File: src/design/serdes_pkg.sv
package serdes_pkg;

    // sample path
    localparam int sample_w = 9;                      // signed voltage sample width
    typedef logic signed [sample_w-1:0] sample_t;
    localparam int level_step = 56;                   // gap between adjacent pam4 levels

    typedef logic [1:0] symbol_t;                     // 0 is the lowest level

    // post-cursor tap, a fraction in 64ths
    localparam int tap_w = 8;
    typedef logic signed [tap_w-1:0] tap_t;
    localparam int tap_shift = 6;

    // prbs31, x^31 + x^28 + 1
    localparam logic [30:0] prbs_seed = 31'b1101000101011010010010100011111;
    localparam int prbs_tap_a = 30;
    localparam int prbs_tap_b = 27;

    localparam int count_w = 32;                      // bit and error counters
    typedef logic [count_w-1:0] count_t;

    // apb register map
    localparam int apb_addr_w = 8;
    localparam int apb_data_w = 32;
    localparam logic [apb_addr_w-1:0] addr_ctrl      = 8'h00;
    localparam logic [apb_addr_w-1:0] addr_chan_tap  = 8'h04;
    localparam logic [apb_addr_w-1:0] addr_dfe_tap   = 8'h08;
    localparam logic [apb_addr_w-1:0] addr_bit_count = 8'h0C; // read only
    localparam logic [apb_addr_w-1:0] addr_err_count = 8'h10; // read only

    // symbol index to level: -84, -28, 28, 84
    function automatic sample_t sym_to_level(symbol_t sym);
        return sample_t'(int'(sym) * level_step - (3 * level_step) / 2);
    endfunction

endpackage

File: src/design/link_ctrl_if.sv
interface link_ctrl_if;
    import serdes_pkg::*;

    logic   enable;     // transmitter runs while high
    logic   clear;      // one cycle pulse, zeroes counters
    logic   inject;     // one cycle pulse, flips next tx bit
    tap_t   chan_tap;   // channel post-cursor
    tap_t   dfe_tap;    // receiver feedback tap
    count_t bit_count;  // received bits
    count_t err_count;  // mismatches

    modport regs (output enable, clear, inject, chan_tap, dfe_tap,
                  input  bit_count, err_count);
    modport tx   (input enable, inject);
    modport chan (input chan_tap);
    modport rx   (input dfe_tap);
    modport chk  (input clear, output bit_count, err_count);

endinterface

File: src/design/link_regs.sv
module link_regs (
    input  logic                              clock,
    input  logic                              reset_n,
    input  logic [serdes_pkg::apb_addr_w-1:0] paddr,
    input  logic                              psel,
    input  logic                              penable,
    input  logic                              pwrite,
    input  logic [serdes_pkg::apb_data_w-1:0] pwdata,
    output logic [serdes_pkg::apb_data_w-1:0] prdata,
    output logic                              pready,
    output logic                              pslverr,
    link_ctrl_if.regs                         ctrl
);
    import serdes_pkg::*;

    logic access;     // second cycle of a transfer
    logic mapped;     // address hits the map
    logic read_only;  // counter addresses
    logic wr_ok;      // write that actually lands

    assign access = psel & penable;

    assign read_only = (paddr == addr_bit_count) || (paddr == addr_err_count);
    assign mapped    = read_only
                    || (paddr == addr_ctrl)
                    || (paddr == addr_chan_tap)
                    || (paddr == addr_dfe_tap);

    assign wr_ok = access & pwrite & mapped & ~read_only;

    // no wait states
    assign pready = 1'b1;

    // flagged only in the access phase
    assign pslverr = access & (~mapped | (pwrite & read_only));

    // read mux, combinational so data is there in the access phase
    always_comb begin
        prdata = '0;
        if (access && !pwrite) begin
            case (paddr)
                addr_ctrl:      prdata = {{(apb_data_w-1){1'b0}}, ctrl.enable}; // pulses read 0
                addr_chan_tap:  prdata = {{(apb_data_w-tap_w){ctrl.chan_tap[tap_w-1]}},
                                          ctrl.chan_tap};
                addr_dfe_tap:   prdata = {{(apb_data_w-tap_w){ctrl.dfe_tap[tap_w-1]}},
                                          ctrl.dfe_tap};
                addr_bit_count: prdata = apb_data_w'(ctrl.bit_count);
                addr_err_count: prdata = apb_data_w'(ctrl.err_count);
                default:        prdata = '0;                         // unmapped
            endcase
        end
    end

    // control and tap registers
    always_ff @(posedge clock) begin
        if (!reset_n) begin
            ctrl.enable   <= 1'b0;
            ctrl.clear    <= 1'b0;
            ctrl.inject   <= 1'b0;
            ctrl.chan_tap <= '0;
            ctrl.dfe_tap  <= '0;
        end else begin
            ctrl.clear  <= 1'b0; // self clearing
            ctrl.inject <= 1'b0;
            if (wr_ok) begin
                case (paddr)
                    addr_ctrl: begin
                        ctrl.enable <= pwdata[0];
                        ctrl.clear  <= pwdata[1]; // pulse next cycle
                        ctrl.inject <= pwdata[2];
                    end
                    addr_chan_tap: ctrl.chan_tap <= tap_t'(pwdata[tap_w-1:0]);
                    addr_dfe_tap:  ctrl.dfe_tap  <= tap_t'(pwdata[tap_w-1:0]);
                    default: ;                    // counters are not writable
                endcase
            end
        end
    end

endmodule

File: src/design/pam4_transmitter.sv
module pam4_transmitter (
    input  logic                clock,
    input  logic                reset_n,
    link_ctrl_if.tx             ctrl,
    output serdes_pkg::sample_t level,
    output logic                level_valid
);
    import serdes_pkg::*;

    logic [30:0] prbs_sr;     // generator state
    logic        prbs_bit;    // next raw bit
    logic        tx_bit;      // bit after optional flip
    logic        inject_pend; // armed by ctrl.inject
    logic        first_bit;   // first bit of the pair
    logic        half;        // first bit is held
    symbol_t     sym;         // gray coded pair

    assign prbs_bit = prbs_sr[prbs_tap_a] ^ prbs_sr[prbs_tap_b];
    assign tx_bit   = prbs_bit ^ inject_pend;  // flip leaves prbs_sr untouched

    // gray: 00->0, 01->1, 11->2, 10->3
    assign sym = {first_bit, first_bit ^ tx_bit};

    // prbs31 stepper
    always_ff @(posedge clock) begin
        if (!reset_n) begin
            prbs_sr <= prbs_seed;
        end else if (ctrl.enable) begin
            prbs_sr <= {prbs_sr[29:0], prbs_bit};
        end
    end

    // one flip per inject request
    always_ff @(posedge clock) begin
        if (!reset_n) begin
            inject_pend <= 1'b0;
        end else begin
            // consumed by the next enabled cycle
            inject_pend <= ctrl.inject | (inject_pend & ~ctrl.enable);
        end
    end

    // pair bits into symbols
    always_ff @(posedge clock) begin
        if (!reset_n) begin
            half        <= 1'b0;
            level_valid <= 1'b0;
        end else begin
            level_valid <= 1'b0;
            if (ctrl.enable) begin
                half <= ~half;
                if (half) begin
                    level_valid <= 1'b1;           // one strobe per pair
                end
            end
        end
    end

    // payload, no reset
    always_ff @(posedge clock) begin
        if (ctrl.enable) begin
            if (!half) begin
                first_bit <= tx_bit;
            end else begin
                level <= sym_to_level(sym);
            end
        end
    end

endmodule

File: src/design/isi_channel.sv
module isi_channel (
    input  logic                clock,
    input  logic                reset_n,
    link_ctrl_if.chan           ctrl,
    input  serdes_pkg::sample_t level,
    input  logic                level_valid,
    output serdes_pkg::sample_t sample,
    output logic                sample_valid
);
    import serdes_pkg::*;

    sample_t                          prev_level; // last symbol sent
    logic signed [sample_w+tap_w-1:0] isi_prod;   // prev * tap, full width
    sample_t                          isi_term;   // scaled post-cursor
    sample_t                          isi_sum;

    // post-cursor from the previous symbol
    assign isi_prod = prev_level * ctrl.chan_tap;
    assign isi_term = sample_t'(isi_prod >>> tap_shift); // arithmetic, floors

    // bounded below 255, fits sample_t without clipping
    assign isi_sum = level + isi_term;

    // symbol memory, zero at start so first symbol sees no isi
    always_ff @(posedge clock) begin
        if (!reset_n) begin
            prev_level <= '0;
        end else if (level_valid) begin
            prev_level <= level;
        end
    end

    // output register stage
    always_ff @(posedge clock) begin
        if (!reset_n) begin
            sample_valid <= 1'b0;
        end else begin
            sample_valid <= level_valid;
        end
    end

    always_ff @(posedge clock) begin
        if (level_valid) begin
            sample <= isi_sum;
        end
    end

endmodule

File: src/design/pam4_receiver.sv
module pam4_receiver (
    input  logic                clock,
    input  logic                reset_n,
    link_ctrl_if.rx             ctrl,
    input  serdes_pkg::sample_t sample,
    input  logic                sample_valid,
    output logic                bit_out,
    output logic                bit_valid
);
    import serdes_pkg::*;

    sample_t                          prev_dec;   // last decided level
    logic signed [sample_w+tap_w-1:0] fb_prod;
    sample_t                          fb_term;    // same scaling as channel
    logic signed [sample_w:0]         eq;         // one extra bit, mismatched taps
    symbol_t                          sym;
    logic                             second_bit; // held for the next cycle
    logic                             second_pend;

    // decision feedback
    assign fb_prod = prev_dec * ctrl.dfe_tap;
    assign fb_term = sample_t'(fb_prod >>> tap_shift);
    assign eq      = sample - fb_term;

    // slicer at -56, 0, 56
    always_comb begin
        if (eq < -level_step) begin
            sym = 2'd0;
        end else if (eq < 0) begin
            sym = 2'd1;
        end else if (eq < level_step) begin
            sym = 2'd2;
        end else begin
            sym = 2'd3;
        end
    end

    // feedback memory
    always_ff @(posedge clock) begin
        if (!reset_n) begin
            prev_dec <= '0;
        end else if (sample_valid) begin
            prev_dec <= sym_to_level(sym);
        end
    end

    // serializer, first bit goes out straight away
    always_ff @(posedge clock) begin
        if (!reset_n) begin
            bit_valid   <= 1'b0;
            second_pend <= 1'b0;
        end else begin
            bit_valid   <= sample_valid | second_pend;
            second_pend <= sample_valid;  // symbols are at least two cycles apart
        end
    end

    always_ff @(posedge clock) begin
        if (sample_valid) begin
            bit_out    <= sym[1];            // gray decode, first bit
            second_bit <= sym[1] ^ sym[0];   // second bit
        end else if (second_pend) begin
            bit_out <= second_bit;
        end
    end

endmodule

File: src/design/prbs_checker.sv
module prbs_checker (
    input  logic     clock,
    input  logic     reset_n,
    input  logic     bit_in,
    input  logic     bit_valid,
    link_ctrl_if.chk ctrl
);
    import serdes_pkg::*;

    logic [30:0] ref_sr;   // reference prbs31
    logic        ref_bit;  // expected next bit
    logic        mismatch;

    assign ref_bit  = ref_sr[prbs_tap_a] ^ ref_sr[prbs_tap_b];
    assign mismatch = bit_in ^ ref_bit;

    // steps only on received bits, stays aligned across gaps
    always_ff @(posedge clock) begin
        if (!reset_n) begin
            ref_sr <= prbs_seed;
        end else if (bit_valid) begin
            ref_sr <= {ref_sr[29:0], ref_bit};
        end
    end

    // counters, saturating; clear wins over a count
    always_ff @(posedge clock) begin
        if (!reset_n) begin
            ctrl.bit_count <= '0;
            ctrl.err_count <= '0;
        end else if (ctrl.clear) begin
            ctrl.bit_count <= '0;  // sequence keeps running
            ctrl.err_count <= '0;
        end else if (bit_valid) begin
            if (~&ctrl.bit_count) begin
                ctrl.bit_count <= ctrl.bit_count + 1'b1;
            end
            if (mismatch && ~&ctrl.err_count) begin
                ctrl.err_count <= ctrl.err_count + 1'b1;
            end
        end
    end

endmodule

File: src/design/serdes_link_top.sv
module serdes_link_top (
    input  logic                              clock,
    input  logic                              reset_n,
    input  logic [serdes_pkg::apb_addr_w-1:0] paddr,
    input  logic                              psel,
    input  logic                              penable,
    input  logic                              pwrite,
    input  logic [serdes_pkg::apb_data_w-1:0] pwdata,
    output logic [serdes_pkg::apb_data_w-1:0] prdata,
    output logic                              pready,
    output logic                              pslverr
);
    import serdes_pkg::*;

    sample_t level;         // tx -> channel
    logic    level_valid;
    sample_t sample;        // channel -> rx
    logic    sample_valid;
    logic    rx_bit;        // rx -> checker
    logic    rx_bit_valid;

    link_ctrl_if ctrl_if ();

    link_regs regs_i (
        .clock   (clock),
        .reset_n (reset_n),
        .paddr   (paddr),
        .psel    (psel),
        .penable (penable),
        .pwrite  (pwrite),
        .pwdata  (pwdata),
        .prdata  (prdata),
        .pready  (pready),
        .pslverr (pslverr),
        .ctrl    (ctrl_if.regs)
    );

    pam4_transmitter tx_i (
        .clock       (clock),
        .reset_n     (reset_n),
        .ctrl        (ctrl_if.tx),
        .level       (level),
        .level_valid (level_valid)
    );

    isi_channel chan_i (
        .clock        (clock),
        .reset_n      (reset_n),
        .ctrl         (ctrl_if.chan),
        .level        (level),
        .level_valid  (level_valid),
        .sample       (sample),
        .sample_valid (sample_valid)
    );

    pam4_receiver rx_i (
        .clock        (clock),
        .reset_n      (reset_n),
        .ctrl         (ctrl_if.rx),
        .sample       (sample),
        .sample_valid (sample_valid),
        .bit_out      (rx_bit),
        .bit_valid    (rx_bit_valid)
    );

    prbs_checker chk_i (
        .clock     (clock),
        .reset_n   (reset_n),
        .bit_in    (rx_bit),
        .bit_valid (rx_bit_valid),
        .ctrl      (ctrl_if.chk)
    );

endmodule

File: config.mk
export PLATFORM = sky130hd
export DESIGN_NAME = serdes_link_top
export DESIGN_NICKNAME = d
export VERILOG_FILES = /design/src/design/serdes_pkg.sv /design/src/design/link_ctrl_if.sv /design/src/design/link_regs.sv /design/src/design/pam4_transmitter.sv /design/src/design/isi_channel.sv /design/src/design/pam4_receiver.sv /design/src/design/prbs_checker.sv /design/src/design/serdes_link_top.sv
export SDC_FILE = /design/constraint.sdc
export NUM_CORES = 1
export LEC_CHECK = 0
export BUFFER_PORTS_ARGS = -buffer_cell sky130_fd_sc_hd__buf_2
export CORE_UTILIZATION = 60
export CTS_BUF_LIST = sky130_fd_sc_hd__clkbuf_4 sky130_fd_sc_hd__clkbuf_8
export DETAILED_ROUTE_END_ITERATION = 8
export PLACE_DENSITY = 0.81
export SLEW_MARGIN = 20
export SYNTH_ARGS = -nofsm -noshare
export SYNTH_HDL_FRONTEND = slang
export SYNTH_SLANG_ARGS = --single-unit
export TNS_END_PERCENT = 5
File: constraint.sdc
create_clock -name clock -period 12.4 [get_ports clock]
set_input_delay 1.24 -clock clock [delete_from_list [all_inputs] [get_ports clock]]
set_output_delay 1.24 -clock clock [all_outputs]
set_load 0.03 [all_outputs]
Word level (Yosys, flattened, before mapping)
Index checks and enable logic that the tools add are counted.
Widths: inputs -> output; s select.
- bits in registers: 190
- latch bits: 0
- bits in writable memories: 0
- ROM bits: 0
- input port bits: 45
- memories kept: 0
- $add $sub $neg: 6
- $mul: 4
- divide/modulo/power cells: 0
- magnitude comparators: 3
- equality and inequality tests: 4
- shift-type cells: 0
- mux-type cells: 8
- bitwise logic cells: 22
- reduce and logical (&&, ||, !) cells: 22
- operators with widths (kind ; number):
    $pmux 32 s5 ; 1
    $add 32x1->32 const B ; 2
    $reduce_and 32->1 ; 2
    $mux 32 ; 1
    $mul 9x8->15 ; 2
    $lt 10x7->1 const B ; 2
    $sub 9x8->9 const B ; 2
    $eq 8x4->1 const B ; 2
    $reduce_and 2->1 ; 8
    $lt 10x1->1 const B ; 1
    $mul 2x3->5 const B ; 2
    $sub 9x9->10 ; 1
    $add 9x9->9 ; 1
    $eq 8x3->1 const B ; 1
    $eq 8x5->1 const B ; 1
    $logic_not 8->1 ; 1
    $and 1x1->1 ; 7
    $not 1->1 ; 6
    $xor 1x1->1 ; 6
    $logic_or 1x1->1 ; 4
    $mux 1 ; 4
    $mux 2 ; 2
    $or 1x1->1 ; 3
    $reduce_and 3->1 ; 1
    other kinds (4) ; 6

Depth between registers and ports, before layout
Gate-level depths: netlist of run 1.
- word-level depth: 8
- depth in mapped cells: 31
- depth with buffers taken out: 29

Cells and area by module
Synthesis of run 1 repeated with hierarchy kept, for this count alone.
- cells, all modules: 1480
- area total of the unflattened synthesis: 13563.0 um^2
- modules (own cells, without submodules) (module ; times used ; cells an instance ; area each (um^2) ; seq. area each (um^2)):
    prbs_checker ; 1 ; 505 ; 4406.7 ; 1901.8
    isi_channel ; 1 ; 341 ; 3245.6 ; 470.5
    pam4_receiver ; 1 ; 306 ; 2737.6 ; 200.2
    pam4_transmitter ; 1 ; 140 ; 1662.8 ; 890.9
    link_regs ; 1 ; 188 ; 1510.2 ; 380.4

Worst setup path after synthesis of run 1
No wires, ideal clock.
- path kind: reg-to-reg
- from: register rx_i.prev_dec[7]
- to: register rx_i.second_bit (data pin)
- setup time: 258 ps
- data arrival time: 6100 ps
- required time: 12142 ps
- slack: 6043 ps
- cell stages (with the launch flop): 28
- path buffers: 2
- clock period less this slack: 6357 ps
- path through: dfxtp_1 > clkbuf_1 > nand2_1 > inv_1 > fa_1 > fa_1 > inv_1 > fa_1 > fa_1 > inv_1 > ha_1 > nor2b_1 > o21ai_0 > nand2_1 > xnor2_1 > ha_1 > clkbuf_1 > a21o_1 > a21oi_1 > o21ai_0 > a21o_1 > a21oi_1 > mux2_2 > ha_1 > nor3_1 > nand3_1 > o311a_1 > xnor2_1
- longest elaborated chain between the ends: 7
- elaborated cells between the ends (all ways): 9
- RTL lines (element ; line ; RTL):
    start: declaration ; pam4_receiver.sv:12 ; sample_t prev_dec;
    start signal: assignment ; pam4_receiver.sv:43 ; prev_dec <= sym_to_level(sym);
    $mul 9x8->15 * ; pam4_receiver.sv:21 ; assign fb_prod = prev_dec * ctrl.dfe_tap;
    $sub 9x9->10 * ; pam4_receiver.sv:23 ; assign eq = sample - fb_term;
    $lt 10x7->1 ; pam4_receiver.sv:31 ; end else if (eq < level_step) begin
    $mux 1 ; pam4_receiver.sv:31 ;
    $mux 2 ; pam4_receiver.sv:29 ; end else if (eq < 0) begin
    $mux 2 * ; pam4_receiver.sv:27 ; if (eq < -level_step) begin
    $xor 1x1->1 * ; pam4_receiver.sv:61 ; second_bit <= sym[1] ^ sym[0];
    end signal: assignment ; pam4_receiver.sv:61 ;
    end: declaration ; pam4_receiver.sv:17 ; logic second_bit;
Every way passes the cells marked *; elsewhere a longest branch is shown, timed or not.
A chain may end at the register's enable or synchronous reset.

Worst setup path in the final report of run 1
Same ends and word-level chain as after synthesis.

==> flow_summary.ini, run 1 <==
[critical_path]
critical_path.reg2reg.startpoint = rx_i.prev_dec[7]
r2r_end = rx_i.second_bit
cp_max_fo = 13
worst_ep_arrival_time_ns = 7.11
worstSetupStartpoint = rx_i.prev_dec[7]
path_class = flop to flop
reg2reg_setup_slack_ns = 5.51
worst-endpoint-required_ns = 12.62
register_to_register_path_depth = 25
setup.worst_path.end_class = flop
cp-start-kind = flop
critPathCapture = rx_i.second_bit

[floorplan]
pin_count = 79
fp.dieW_um = 146
die_height_um = 146
die_area_um2 = 21300
std_cell_rows = 52
floorplan.initialDensity = 0.612
coreArea_um2 = 20300

[synth]
dominant_synthesized_flop_cell = sky130_fd_sc_hd__dfxtp_1
postSynthNetCount = 1542
ys_seq_elements = 181
synth-seq-area-share = 0.306
netlist_instances = 1344
synth-warning-count = 0
syn-cell-area_um2 = 12400
synthDistinctLibCells = 70
number_of_flops_mapped_to_enable_cells_by_yosys = 18
synth_async_sr_flop_share = 0
avgSynthCellArea_um2 = 9.25

[clocking]
cts_inserted_buffers = 17
path_clk_slew_ns = 0.12
ctsLongestPathBuffers = 2
holdBufCountCts = 0
cts.repair_timing.setup_buffer_count = 0
cts.sink_count = 181
ctsRootBufferMaster = sky130_fd_sc_hd__clkbuf_8
worst_skew_pair.late_latency_ns = 0.47
clock_tree.htree_level_count = 4
tritoncts = built
post_cts.resized_instances = 0

[timing]
finalSetupViolations = 0
fin_setup_tns_ns = 0
maxClockFrequency_mhz = 145
setup_clock_skew_after_layout_ns = 0.0194
worst-slew-pin-transition_ns = 1.11
worst_slack_ns = 5.51
fin_crit_ns = 6.89
drv_slew = 0
timing.slew.headroom = 0.258
post-route-period-util = 0.556
hold_violations = 0
rsz0062_at_grt = false

[layout]
final_layout_size_suffix_gt1_frac = 0.0836
finish.net_count = 1561
antennaDiodeCount = 0
mostFrequentLayoutCells = 161 x sky130_fd_sc_hd__dfxtp_1, 133 x sky130_fd_sc_hd__inv_1, 107 x sky130_fd_sc_hd__nand2_1
multi_input_area_um2 = 7900
ff_latch_area_um2 = 3810
post_layout_util = 0.655
layout_commonest_cell = sky130_fd_sc_hd__dfxtp_1
layout.filler_cells = 1680
flow.area_growth_from_synthesis_pct = 7.01
stdcell_area_um2 = 13300

[routing]
post_drt_via_cell_ratio = 5.69
ant_nets = 0
post_drt_wl_per_cell_um = 15.5
met3RoutedLength_um = 1120
num_vias = 9371
routed_wirelength_um = 25600
met2_wirelength_um = 12200
detail_route.wirelength.met1_um = 11600
highest_layer = met4
first_iter_violations = 694
post-route-drc-count = 0
drt_first_pass_iters = 6

[outcome]
run_status = completed

[power_and_ir_drop]
leakagePower_nw = 5.35
max-vdd-ir-drop_v = 0.0000734
totalPowerFinal_mw = 1.05
power.sequential.fraction = 0.563
power.density_nw_per_um2 = 78.6
cell_internal_pwr_mw = 0.761
clockPowerShare = 0.417
share_comb_of_total_power = 0.020
p_sw_frac = 0.273
switchingPower_mw = 0.285

[global_route]
grt_first_pass_wirelength_um = 43100
grt_antenna_before_repair = 0
grt_use_total = 0.250
grt_overflow_total = 0
grt_pass1_vias = 9048
grt_max_degree = 102

[place]
globalplace.congestion = 0.883
buffer_ports.inserted = 53
detailedPlace.worstSlack_ns = 5.60
placed_area_um2 = 12900
dp_hpwl_um = 18900

[min_path]
hold_path.class = flop to flop

[job]
max_cap_violations = 0
==> cells by family after synthesis <==
family                   after synthesis  synth area share
XOR/XNOR                              93            0.0667
multiplexers                          89            0.0718
flip-flops                           181             0.306
buffers and inverters                193            0.0593
AO/OA/AOI/OAI                        174            0.0898
other                                  1          0.000302
adder cells (fa/ha/maj)              153             0.207
AND/OR/NAND/NOR                      460             0.199
==> per-layer routing <==
| layer | vias to the layer above | track usage |
|---|---|---|
| met2 | 246 | 0.414 |
| met5 | - | 0 |
| met3 | 41 | 0.0351 |
| met1 | 4551 | 0.336 |
| li1 | 4533 | - |
| met4 | 0 | 0.0842 |
==> synth_stat cells, types with 4 or more instances <==
library cell               number  area, um^2
sky130_fd_sc_hd__or2_2          4        25.0
sky130_fd_sc_hd__or4_1          6        45.0
sky130_fd_sc_hd__mux2i_1       88         881
sky130_fd_sc_hd__nand2b_1      14        87.6
sky130_fd_sc_hd__or3_1         11        68.8
sky130_fd_sc_hd__and4_1         5        43.8
sky130_fd_sc_hd__ha_1          66         826
sky130_fd_sc_hd__and2_1        59         369
sky130_fd_sc_hd__edfxtp_1      18         541
sky130_fd_sc_hd__xor2_1        21         184
sky130_fd_sc_hd__o21a_1         6        45.0
sky130_fd_sc_hd__o21ai_0       25         125
sky130_fd_sc_hd__buf_1          7        26.3
sky130_fd_sc_hd__a22oi_1       26         195
sky130_fd_sc_hd__fa_1          87        1740
sky130_fd_sc_hd__a21oi_1       64         320
sky130_fd_sc_hd__nand4_1       16         100
sky130_fd_sc_hd__nor4_1         7        43.8
sky130_fd_sc_hd__dfxtp_1      163        3260
sky130_fd_sc_hd__nor3_1        17        85.1
sky130_fd_sc_hd__a21boi_0       4        30.0
sky130_fd_sc_hd__xnor2_1       71         622
sky130_fd_sc_hd__nor2_1        72         270
sky130_fd_sc_hd__clkbuf_1      47         176
sky130_fd_sc_hd__nand3_1       30         150
sky130_fd_sc_hd__inv_1        133         499
sky130_fd_sc_hd__a211oi_1       8        60.1
sky130_fd_sc_hd__o211ai_1       4        30.0
sky130_fd_sc_hd__nand2_1      107         402
sky130_fd_sc_hd__a222oi_1       7        70.1
sky130_fd_sc_hd__and3_1        23         144
sky130_fd_sc_hd__buf_2          4        20.0
sky130_fd_sc_hd__nor2b_1       67         419
sky130_fd_sc_hd__a21o_1         8        60.1
==> cell type report <==
type | instances | area share
sequential | 181 | 0.286
clock inverter | 15 | 0.0154
multi-input combinational | 970 | 0.594
timing repair buffer | 60 | 0.0239
clock buffer | 17 | 0.0176
tap | 270 | 0.0254
inverter | 133 | 0.0375
==> worst min-delay path by stage <==
stage                        to               start  cells past startpoint  slack [ns]
6_report       tx_i.inject_pend  regs_i.ctrl.inject                      1        0.48
5_1_grt        tx_i.inject_pend  regs_i.ctrl.inject                      1        0.50
4_1_cts        tx_i.inject_pend  regs_i.ctrl.inject                      1        0.48
3_5_place_dp   tx_i.inject_pend  regs_i.ctrl.inject                      1        0.44
3_3_place_gp   tx_i.inject_pend  regs_i.ctrl.inject                      1        0.43
2_1_floorplan  tx_i.inject_pend  regs_i.ctrl.inject                      1        0.42
==> critical path, stage by stage, from the launching register on <==
cell                      delay (ns)
sky130_fd_sc_hd__dfxtp_1        0.43
sky130_fd_sc_hd__nand2_1        0.25
sky130_fd_sc_hd__inv_1          0.13
sky130_fd_sc_hd__fa_1           0.47
sky130_fd_sc_hd__fa_1           0.54
sky130_fd_sc_hd__inv_1          0.05
sky130_fd_sc_hd__fa_1           0.47
sky130_fd_sc_hd__fa_1           0.55
sky130_fd_sc_hd__inv_1          0.04
sky130_fd_sc_hd__ha_1           0.32
sky130_fd_sc_hd__nor2b_1        0.14
sky130_fd_sc_hd__o21ai_0        0.21
sky130_fd_sc_hd__nand2_1        0.10
sky130_fd_sc_hd__xnor2_1        0.20
sky130_fd_sc_hd__ha_1           0.36
sky130_fd_sc_hd__a21o_1         0.21
sky130_fd_sc_hd__a21oi_1        0.14
sky130_fd_sc_hd__o21ai_0        0.21
sky130_fd_sc_hd__a21o_1         0.23
sky130_fd_sc_hd__a21oi_1        0.21
sky130_fd_sc_hd__mux2_2         0.38
sky130_fd_sc_hd__ha_1           0.32
sky130_fd_sc_hd__a21oi_1        0.16
sky130_fd_sc_hd__nand4_1        0.15
sky130_fd_sc_hd__o311a_1        0.22
sky130_fd_sc_hd__xnor2_1        0.15
==> through the flow <==
| step | instances | hold slack (ns) |
|---|---|---|
| global route | 1646 | 0.502 |
| finish | 1646 | 0.479 |
| global placement | 1614 | 0.434 |
| CTS | 1646 | 0.481 |
| detailed placement | 1614 | 0.444 |
| floorplan | 1344 | 0.418 |
==> registers in the layout, indices dropped and copies added (netlist names), 5 cells and up <==
register and count:
chan_i.prev_level 7, chan_i.sample 9, chk_i.ctrl.bit_count 32, chk_i.ctrl.err_count 32
chk_i.ref_sr 31, regs_i.ctrl.chan_tap 8, regs_i.ctrl.dfe_tap 8, rx_i.prev_dec 5
tx_i.level 6, tx_i.prbs_sr 31
==> power by group through the flow <==
stage	logic, mW	registers (mW)	clock network [mW]
after floorplan	0.0129	0.602	0
after global placement	0.0203	0.603	0
final	0.0209	0.589	0.436
after detailed placement	0.0208	0.603	0
after CTS	0.0208	0.589	0.442
after global routing	0.0223	0.589	0.466
No activity file was read; power rests on OpenSTA's default activity.
==> run 2, diff against run 1 <==
==> constraint.sdc (replaced) <==
create_clock -name clock -period 7.14 [get_ports clock]
set_input_delay 0.714 -clock clock [delete_from_list [all_inputs] [get_ports clock]]
set_output_delay 0.714 -clock clock [all_outputs]
set_load 0.03 [all_outputs]
==> flow_summary.ini, run 2 (synthesis results as in run 1) <==
[power_and_ir_drop]
leakagePower_nw = 5.37
clockPowerShare = 0.430
power.density_nw_per_um2 = 139
max-vdd-ir-drop_v = 0.000125
power.sequential.fraction = 0.551
cell_internal_pwr_mw = 1.34
switchingPower_mw = 0.521
totalPowerFinal_mw = 1.86
p_sw_frac = 0.280
share_comb_of_total_power = 0.019

[routing]
post-route-drc-count = 0
post_drt_wl_per_cell_um = 15.5
routed_wirelength_um = 25500
first_iter_violations = 553
ant_nets = 0
num_vias = 9333
post_drt_via_cell_ratio = 5.67
drt_first_pass_iters = 6

[floorplan]
coreArea_um2 = 20300
fp.dieW_um = 146
die_area_um2 = 21300
std_cell_rows = 52
floorplan.initialDensity = 0.612
die_height_um = 146
pin_count = 79

[timing]
worst-slew-pin-transition_ns = 1.05
finalSetupViolations = 0
timing.slew.headroom = 0.291
drv_slew = 0
maxClockFrequency_mhz = 150
rsz0062_at_grt = false
setup_clock_skew_after_layout_ns = 0.0207
fin_crit_ns = 6.67
post-route-period-util = 0.934
fin_setup_tns_ns = 0
hold_violations = 0

[place]
globalplace.congestion = 0.879
buffer_ports.inserted = 53
dp_hpwl_um = 18800

[critical_path]
cp_max_fo = 8
setup.worst_path.end_class = flop
critical_path.reg2reg.startpoint = regs_i.ctrl.dfe_tap[6]
cp-start-kind = flop
register_to_register_path_depth = 24
worstSetupStartpoint = regs_i.ctrl.dfe_tap[6]
worst_ep_arrival_time_ns = 6.91
path_class = flop to flop
worst-endpoint-required_ns = 7.38

[clocking]
cts_inserted_buffers = 17
cts.sink_count = 181
clock_tree.htree_level_count = 4
ctsRootBufferMaster = sky130_fd_sc_hd__clkbuf_8
ctsLongestPathBuffers = 2
tritoncts = built
path_clk_slew_ns = 0.12
worst_skew_pair.late_latency_ns = 0.49

[min_path]
min_path_cells = 1
hold_path.class = flop to flop
worst_hold_startpoint = regs_i.ctrl.inject

[layout]
layout_commonest_cell = sky130_fd_sc_hd__dfxtp_1
reg.largest.list = chk_i.ctrl.bit_count (32), chk_i.ctrl.err_count (32)
final_layout_size_suffix_gt1_frac = 0.0850
antennaDiodeCount = 0
mostFrequentLayoutCells = 159 x sky130_fd_sc_hd__dfxtp_1, 133 x sky130_fd_sc_hd__inv_1, 106 x sky130_fd_sc_hd__nand2_1
finish.net_count = 1561
flow.area_growth_from_synthesis_pct = 7.23

[global_route]
grt_antenna_before_repair = 0
grt_use_total = 0.248
grt_overflow_total = 0
grt_max_degree = 102
grt_first_pass_wirelength_um = 42900
grt_pass1_vias = 8961

[job]
max_cap_violations = 0

[outcome]
run_status = completed
-- run 2: final cells by class --
class,count,area [um^2]
Multi-Input combinational cell,970,7900
Fill cell,1666,6970
Sequential cell,181,3810
Inverter,133,499
Tap cell,270,338
Timing Repair Buffer,60,318
Clock buffer,17,234
Clock inverter,15,233
-- run 2: path summary, 6_finish.rpt --
| path | endpoint | slack (ns) |
|---|---|---|
| setup / recovery | rx_i.second_bit | 0.47 |
| hold / removal | tx_i.inject_pend | 0.46 |
| setup reg to reg | rx_i.second_bit | 0.47 |
| hold reg to reg | tx_i.inject_pend | 0.46 |
-- run 2: critical path, cell delays in order (launching register included) --
cell                      delay [ns]
sky130_fd_sc_hd__dfxtp_1        0.42
sky130_fd_sc_hd__and2_1         0.22
sky130_fd_sc_hd__fa_1           0.51
sky130_fd_sc_hd__inv_1          0.06
sky130_fd_sc_hd__fa_1           0.52
sky130_fd_sc_hd__fa_1           0.53
sky130_fd_sc_hd__fa_1           0.54
sky130_fd_sc_hd__inv_1          0.05
sky130_fd_sc_hd__ha_1           0.32
sky130_fd_sc_hd__nor2b_1        0.14
sky130_fd_sc_hd__o21ai_0        0.23
sky130_fd_sc_hd__nand2_1        0.11
sky130_fd_sc_hd__xnor2_1        0.14
sky130_fd_sc_hd__ha_1           0.38
sky130_fd_sc_hd__a21o_1         0.20
sky130_fd_sc_hd__a21oi_1        0.14
sky130_fd_sc_hd__o21ai_1        0.15
sky130_fd_sc_hd__a21o_1         0.21
sky130_fd_sc_hd__a21oi_1        0.21
sky130_fd_sc_hd__mux2_2         0.38
sky130_fd_sc_hd__ha_1           0.32
sky130_fd_sc_hd__nor3_1         0.20
sky130_fd_sc_hd__nand3_1        0.10
sky130_fd_sc_hd__o311a_1        0.19
sky130_fd_sc_hd__xnor2_1        0.15
-- run 2: metrics by stage --
stage / cell area (um^2) / instances / worst slack, ns / hold slack (ns) / utilization
final: 13300 / 1646 / 0.468 / 0.461 / 0.656
after global routing: 13300 / 1646 / 0.00789 / 0.480 / 0.656
after CTS: 13300 / 1646 / 0.300 / 0.461 / 0.656
after detailed placement: 12900 / 1614 / 0.329 / 0.428 / 0.633
after global placement: 12900 / 1614 / 0.458 / 0.431 / 0.633
after floorplan: 12400 / 1344 / 0.783 / 0.418 / -
-- run 2: layer usage --
layer  up-vias  global-route usage  part of all wire
li1       4537                   -                 -
met1      4533               0.332              0.45
met2       227               0.412              0.48
met3        36              0.0433             0.051
met4         0              0.0684             0.018
met5         -                   0                 0
-- run 2: what timing repair did --
item | in CTS | in global routing
setup buffers | 0 | 0
hold buffers | 0 | 0
setup endpoints to repair | 0 | 3
gates resized for setup | 0 | 4
-- run 2: power groups by stage --
stage | Combinational [mW] | Clock [mW] | Sequential, mW
after CTS | 0.0357 | 0.804 | 1.02
after global placement | 0.0355 | 0 | 1.05
final | 0.0360 | 0.799 | 1.02
after detailed placement | 0.0356 | 0 | 1.05
after global routing | 0.0388 | 0.848 | 1.02
after floorplan | 0.0224 | 0 | 1.05
==> run 3, diff against run 2 <==
==> constraint.sdc (replaced) <==
create_clock -name clock -period 7.9 [get_ports clock]
set_input_delay 0.79 -clock clock [delete_from_list [all_inputs] [get_ports clock]]
set_output_delay 0.79 -clock clock [all_outputs]
set_load 0.03 [all_outputs]
==> flow_summary.ini, run 3 (synthesis results as in run 1) <==
[critical_path]
critical_path.slowest_cell = sky130_fd_sc_hd__fa_1
crit_path_max_incr_delay_ns = 0.55
path_class = flop to flop
setup.worst_path.end_class = flop
critical_path.top_delay_family = adder cells
most_common_cell_on_crit_path = sky130_fd_sc_hd__fa_1
r2r_end = rx_i.second_bit
reg2reg_setup_slack_ns = 0.99
worst_ep_arrival_time_ns = 7.15
register_to_register_path_depth = 25
critical_path.reg2reg.startpoint = rx_i.prev_dec[7]
worst-endpoint-required_ns = 8.14
cp_max_fo = 13
crit_buf_inv = 3
cp-start-kind = flop

[layout]
flow.area_growth_from_synthesis_pct = 7.02
layout.filler_cells = 1618
mostFrequentLayoutCells = 161 x sky130_fd_sc_hd__dfxtp_1, 133 x sky130_fd_sc_hd__inv_1, 107 x sky130_fd_sc_hd__nand2_1
finish.net_count = 1561
final_layout_size_suffix_gt1_frac = 0.0836
layout_commonest_cell = sky130_fd_sc_hd__dfxtp_1
stdcell_area_um2 = 13300
post_layout_util = 0.655
reg.largest.list = chk_i.ctrl.bit_count (32), chk_i.ctrl.err_count (32)
instances_no_fill = 1646
ff_latch_area_um2 = 3810
antennaDiodeCount = 0
multi_input_area_um2 = 7900

[clocking]
ctsRootBufferMaster = sky130_fd_sc_hd__clkbuf_8
holdBufCountCts = 0
path_clk_slew_ns = 0.12
tritoncts = built
post_cts.resized_instances = 0
worst_skew_pair.late_latency_ns = 0.48
cts.repair_timing.setup_buffer_count = 0
ctsLongestPathBuffers = 2
cts_inserted_buffers = 17
cts.sink_count = 181
clock_tree.htree_level_count = 4

[timing]
drv_slew = 0
post-route-period-util = 0.875
setup_clock_skew_after_layout_ns = 0.0225
maxClockFrequency_mhz = 145
fin_setup_tns_ns = 0
rsz0062_at_grt = false
hold_violations = 0
finalSetupViolations = 0
fin_crit_ns = 6.91
timing.slew.headroom = 0.253
worst-slew-pin-transition_ns = 1.11
whs_ns = 0.470
worst_slack_ns = 0.990

[global_route]
grt_use_total = 0.249
grt_pass1_vias = 9012
grt_overflow_total = 0
grt_max_degree = 102
grt_first_pass_wirelength_um = 43100
grt_antenna_before_repair = 0

[floorplan]
fp.dieW_um = 146
std_cell_rows = 52
coreArea_um2 = 20300
die_area_um2 = 21300
pin_count = 79
die_height_um = 146
floorplan.initialDensity = 0.612

[power_and_ir_drop]
max-vdd-ir-drop_v = 0.000118
leakagePower_nw = 5.35
switchingPower_mw = 0.442
totalPowerFinal_mw = 1.63
power.sequential.fraction = 0.566
share_comb_of_total_power = 0.020
power.density_nw_per_um2 = 123
p_sw_frac = 0.270
cell_internal_pwr_mw = 1.19
clockPowerShare = 0.414

[min_path]
whs_endpoint = tx_i.inject_pend
min_path_cells = 1
hold_path.class = flop to flop
worst_hold_startpoint = regs_i.ctrl.inject

[routing]
drt_first_pass_iters = 6
post_drt_wl_per_cell_um = 15.4
num_vias = 9313
ant_nets = 0
first_iter_violations = 698
routed_wirelength_um = 25400
post-route-drc-count = 0
post_drt_via_cell_ratio = 5.66

[place]
placed_area_um2 = 12900
placed_cells = 1614
globalplace.congestion = 0.884
detailedPlace.worstSlack_ns = 1.05
buffer_ports.inserted = 53
dp_hpwl_um = 18700

[job]
max_cap_violations = 0

[outcome]
run_status = completed
[run 3: worst max-delay path by stage]
stage / startpoint / end / slack [ns] / depth (start not counted)
finish: rx_i.prev_dec[7] / rx_i.second_bit / 0.99 / 25
global route: rx_i.prev_dec[7] / rx_i.second_bit / 0.62 / 24
CTS: rx_i.prev_dec[7] / rx_i.second_bit / 1.01 / 25
detailed placement: rx_i.prev_dec[7] / rx_i.second_bit / 1.05 / 25
global placement: rx_i.prev_dec[7] / rx_i.second_bit / 1.22 / 25
floorplan: rx_i.prev_dec[7] / rx_i.second_bit / 1.54 / 27
[run 3: cell type report]
class                      instances  share of cell area
clock buffer                      17              0.0176
clock inverter                    15              0.0157
inverter                         133              0.0375
multi-input combinational        970               0.594
sequential                       181               0.286
tap                              270              0.0254
timing repair buffer              60              0.0239
[run 3: layer usage]
metal	track usage	wire length (um)	vias up	share of wire
li1	-	-	4535	-
met1	0.345	11600	4514	0.46
met2	0.404	12100	232	0.48
met3	0.0404	1250	32	0.049
met4	0.0658	384	0	0.015
met5	0	0	-	0
[run 3: worst reg2reg max path, cell delays in order (launching register included)]
cell and delay (ns):
sky130_fd_sc_hd__dfxtp_1 0.44, sky130_fd_sc_hd__nand2_1 0.26, sky130_fd_sc_hd__inv_1 0.14, sky130_fd_sc_hd__fa_1 0.48, sky130_fd_sc_hd__fa_1 0.55, sky130_fd_sc_hd__inv_1 0.05, sky130_fd_sc_hd__fa_1 0.48, sky130_fd_sc_hd__fa_1 0.55
sky130_fd_sc_hd__inv_1 0.05, sky130_fd_sc_hd__ha_1 0.32, sky130_fd_sc_hd__nor2b_1 0.14, sky130_fd_sc_hd__o21ai_0 0.21, sky130_fd_sc_hd__nand2_1 0.10, sky130_fd_sc_hd__xnor2_1 0.13, sky130_fd_sc_hd__ha_1 0.38, sky130_fd_sc_hd__a21o_1 0.21
sky130_fd_sc_hd__a21oi_1 0.13, sky130_fd_sc_hd__o21ai_0 0.21, sky130_fd_sc_hd__a21o_1 0.25, sky130_fd_sc_hd__a21oi_1 0.23, sky130_fd_sc_hd__mux2_2 0.38, sky130_fd_sc_hd__ha_1 0.32, sky130_fd_sc_hd__nor3_1 0.19, sky130_fd_sc_hd__nand3_1 0.10
sky130_fd_sc_hd__o311a_1 0.21, sky130_fd_sc_hd__xnor2_1 0.16
[run 3: power groups by stage]
stage / logic (mW) / registers, mW / clock network (mW)
final: 0.0324 / 0.925 / 0.676
after global routing: 0.0352 / 0.925 / 0.725
after CTS: 0.0322 / 0.925 / 0.683
after detailed placement: 0.0321 / 0.946 / 0
after global placement: 0.0320 / 0.946 / 0
after floorplan: 0.0202 / 0.946 / 0
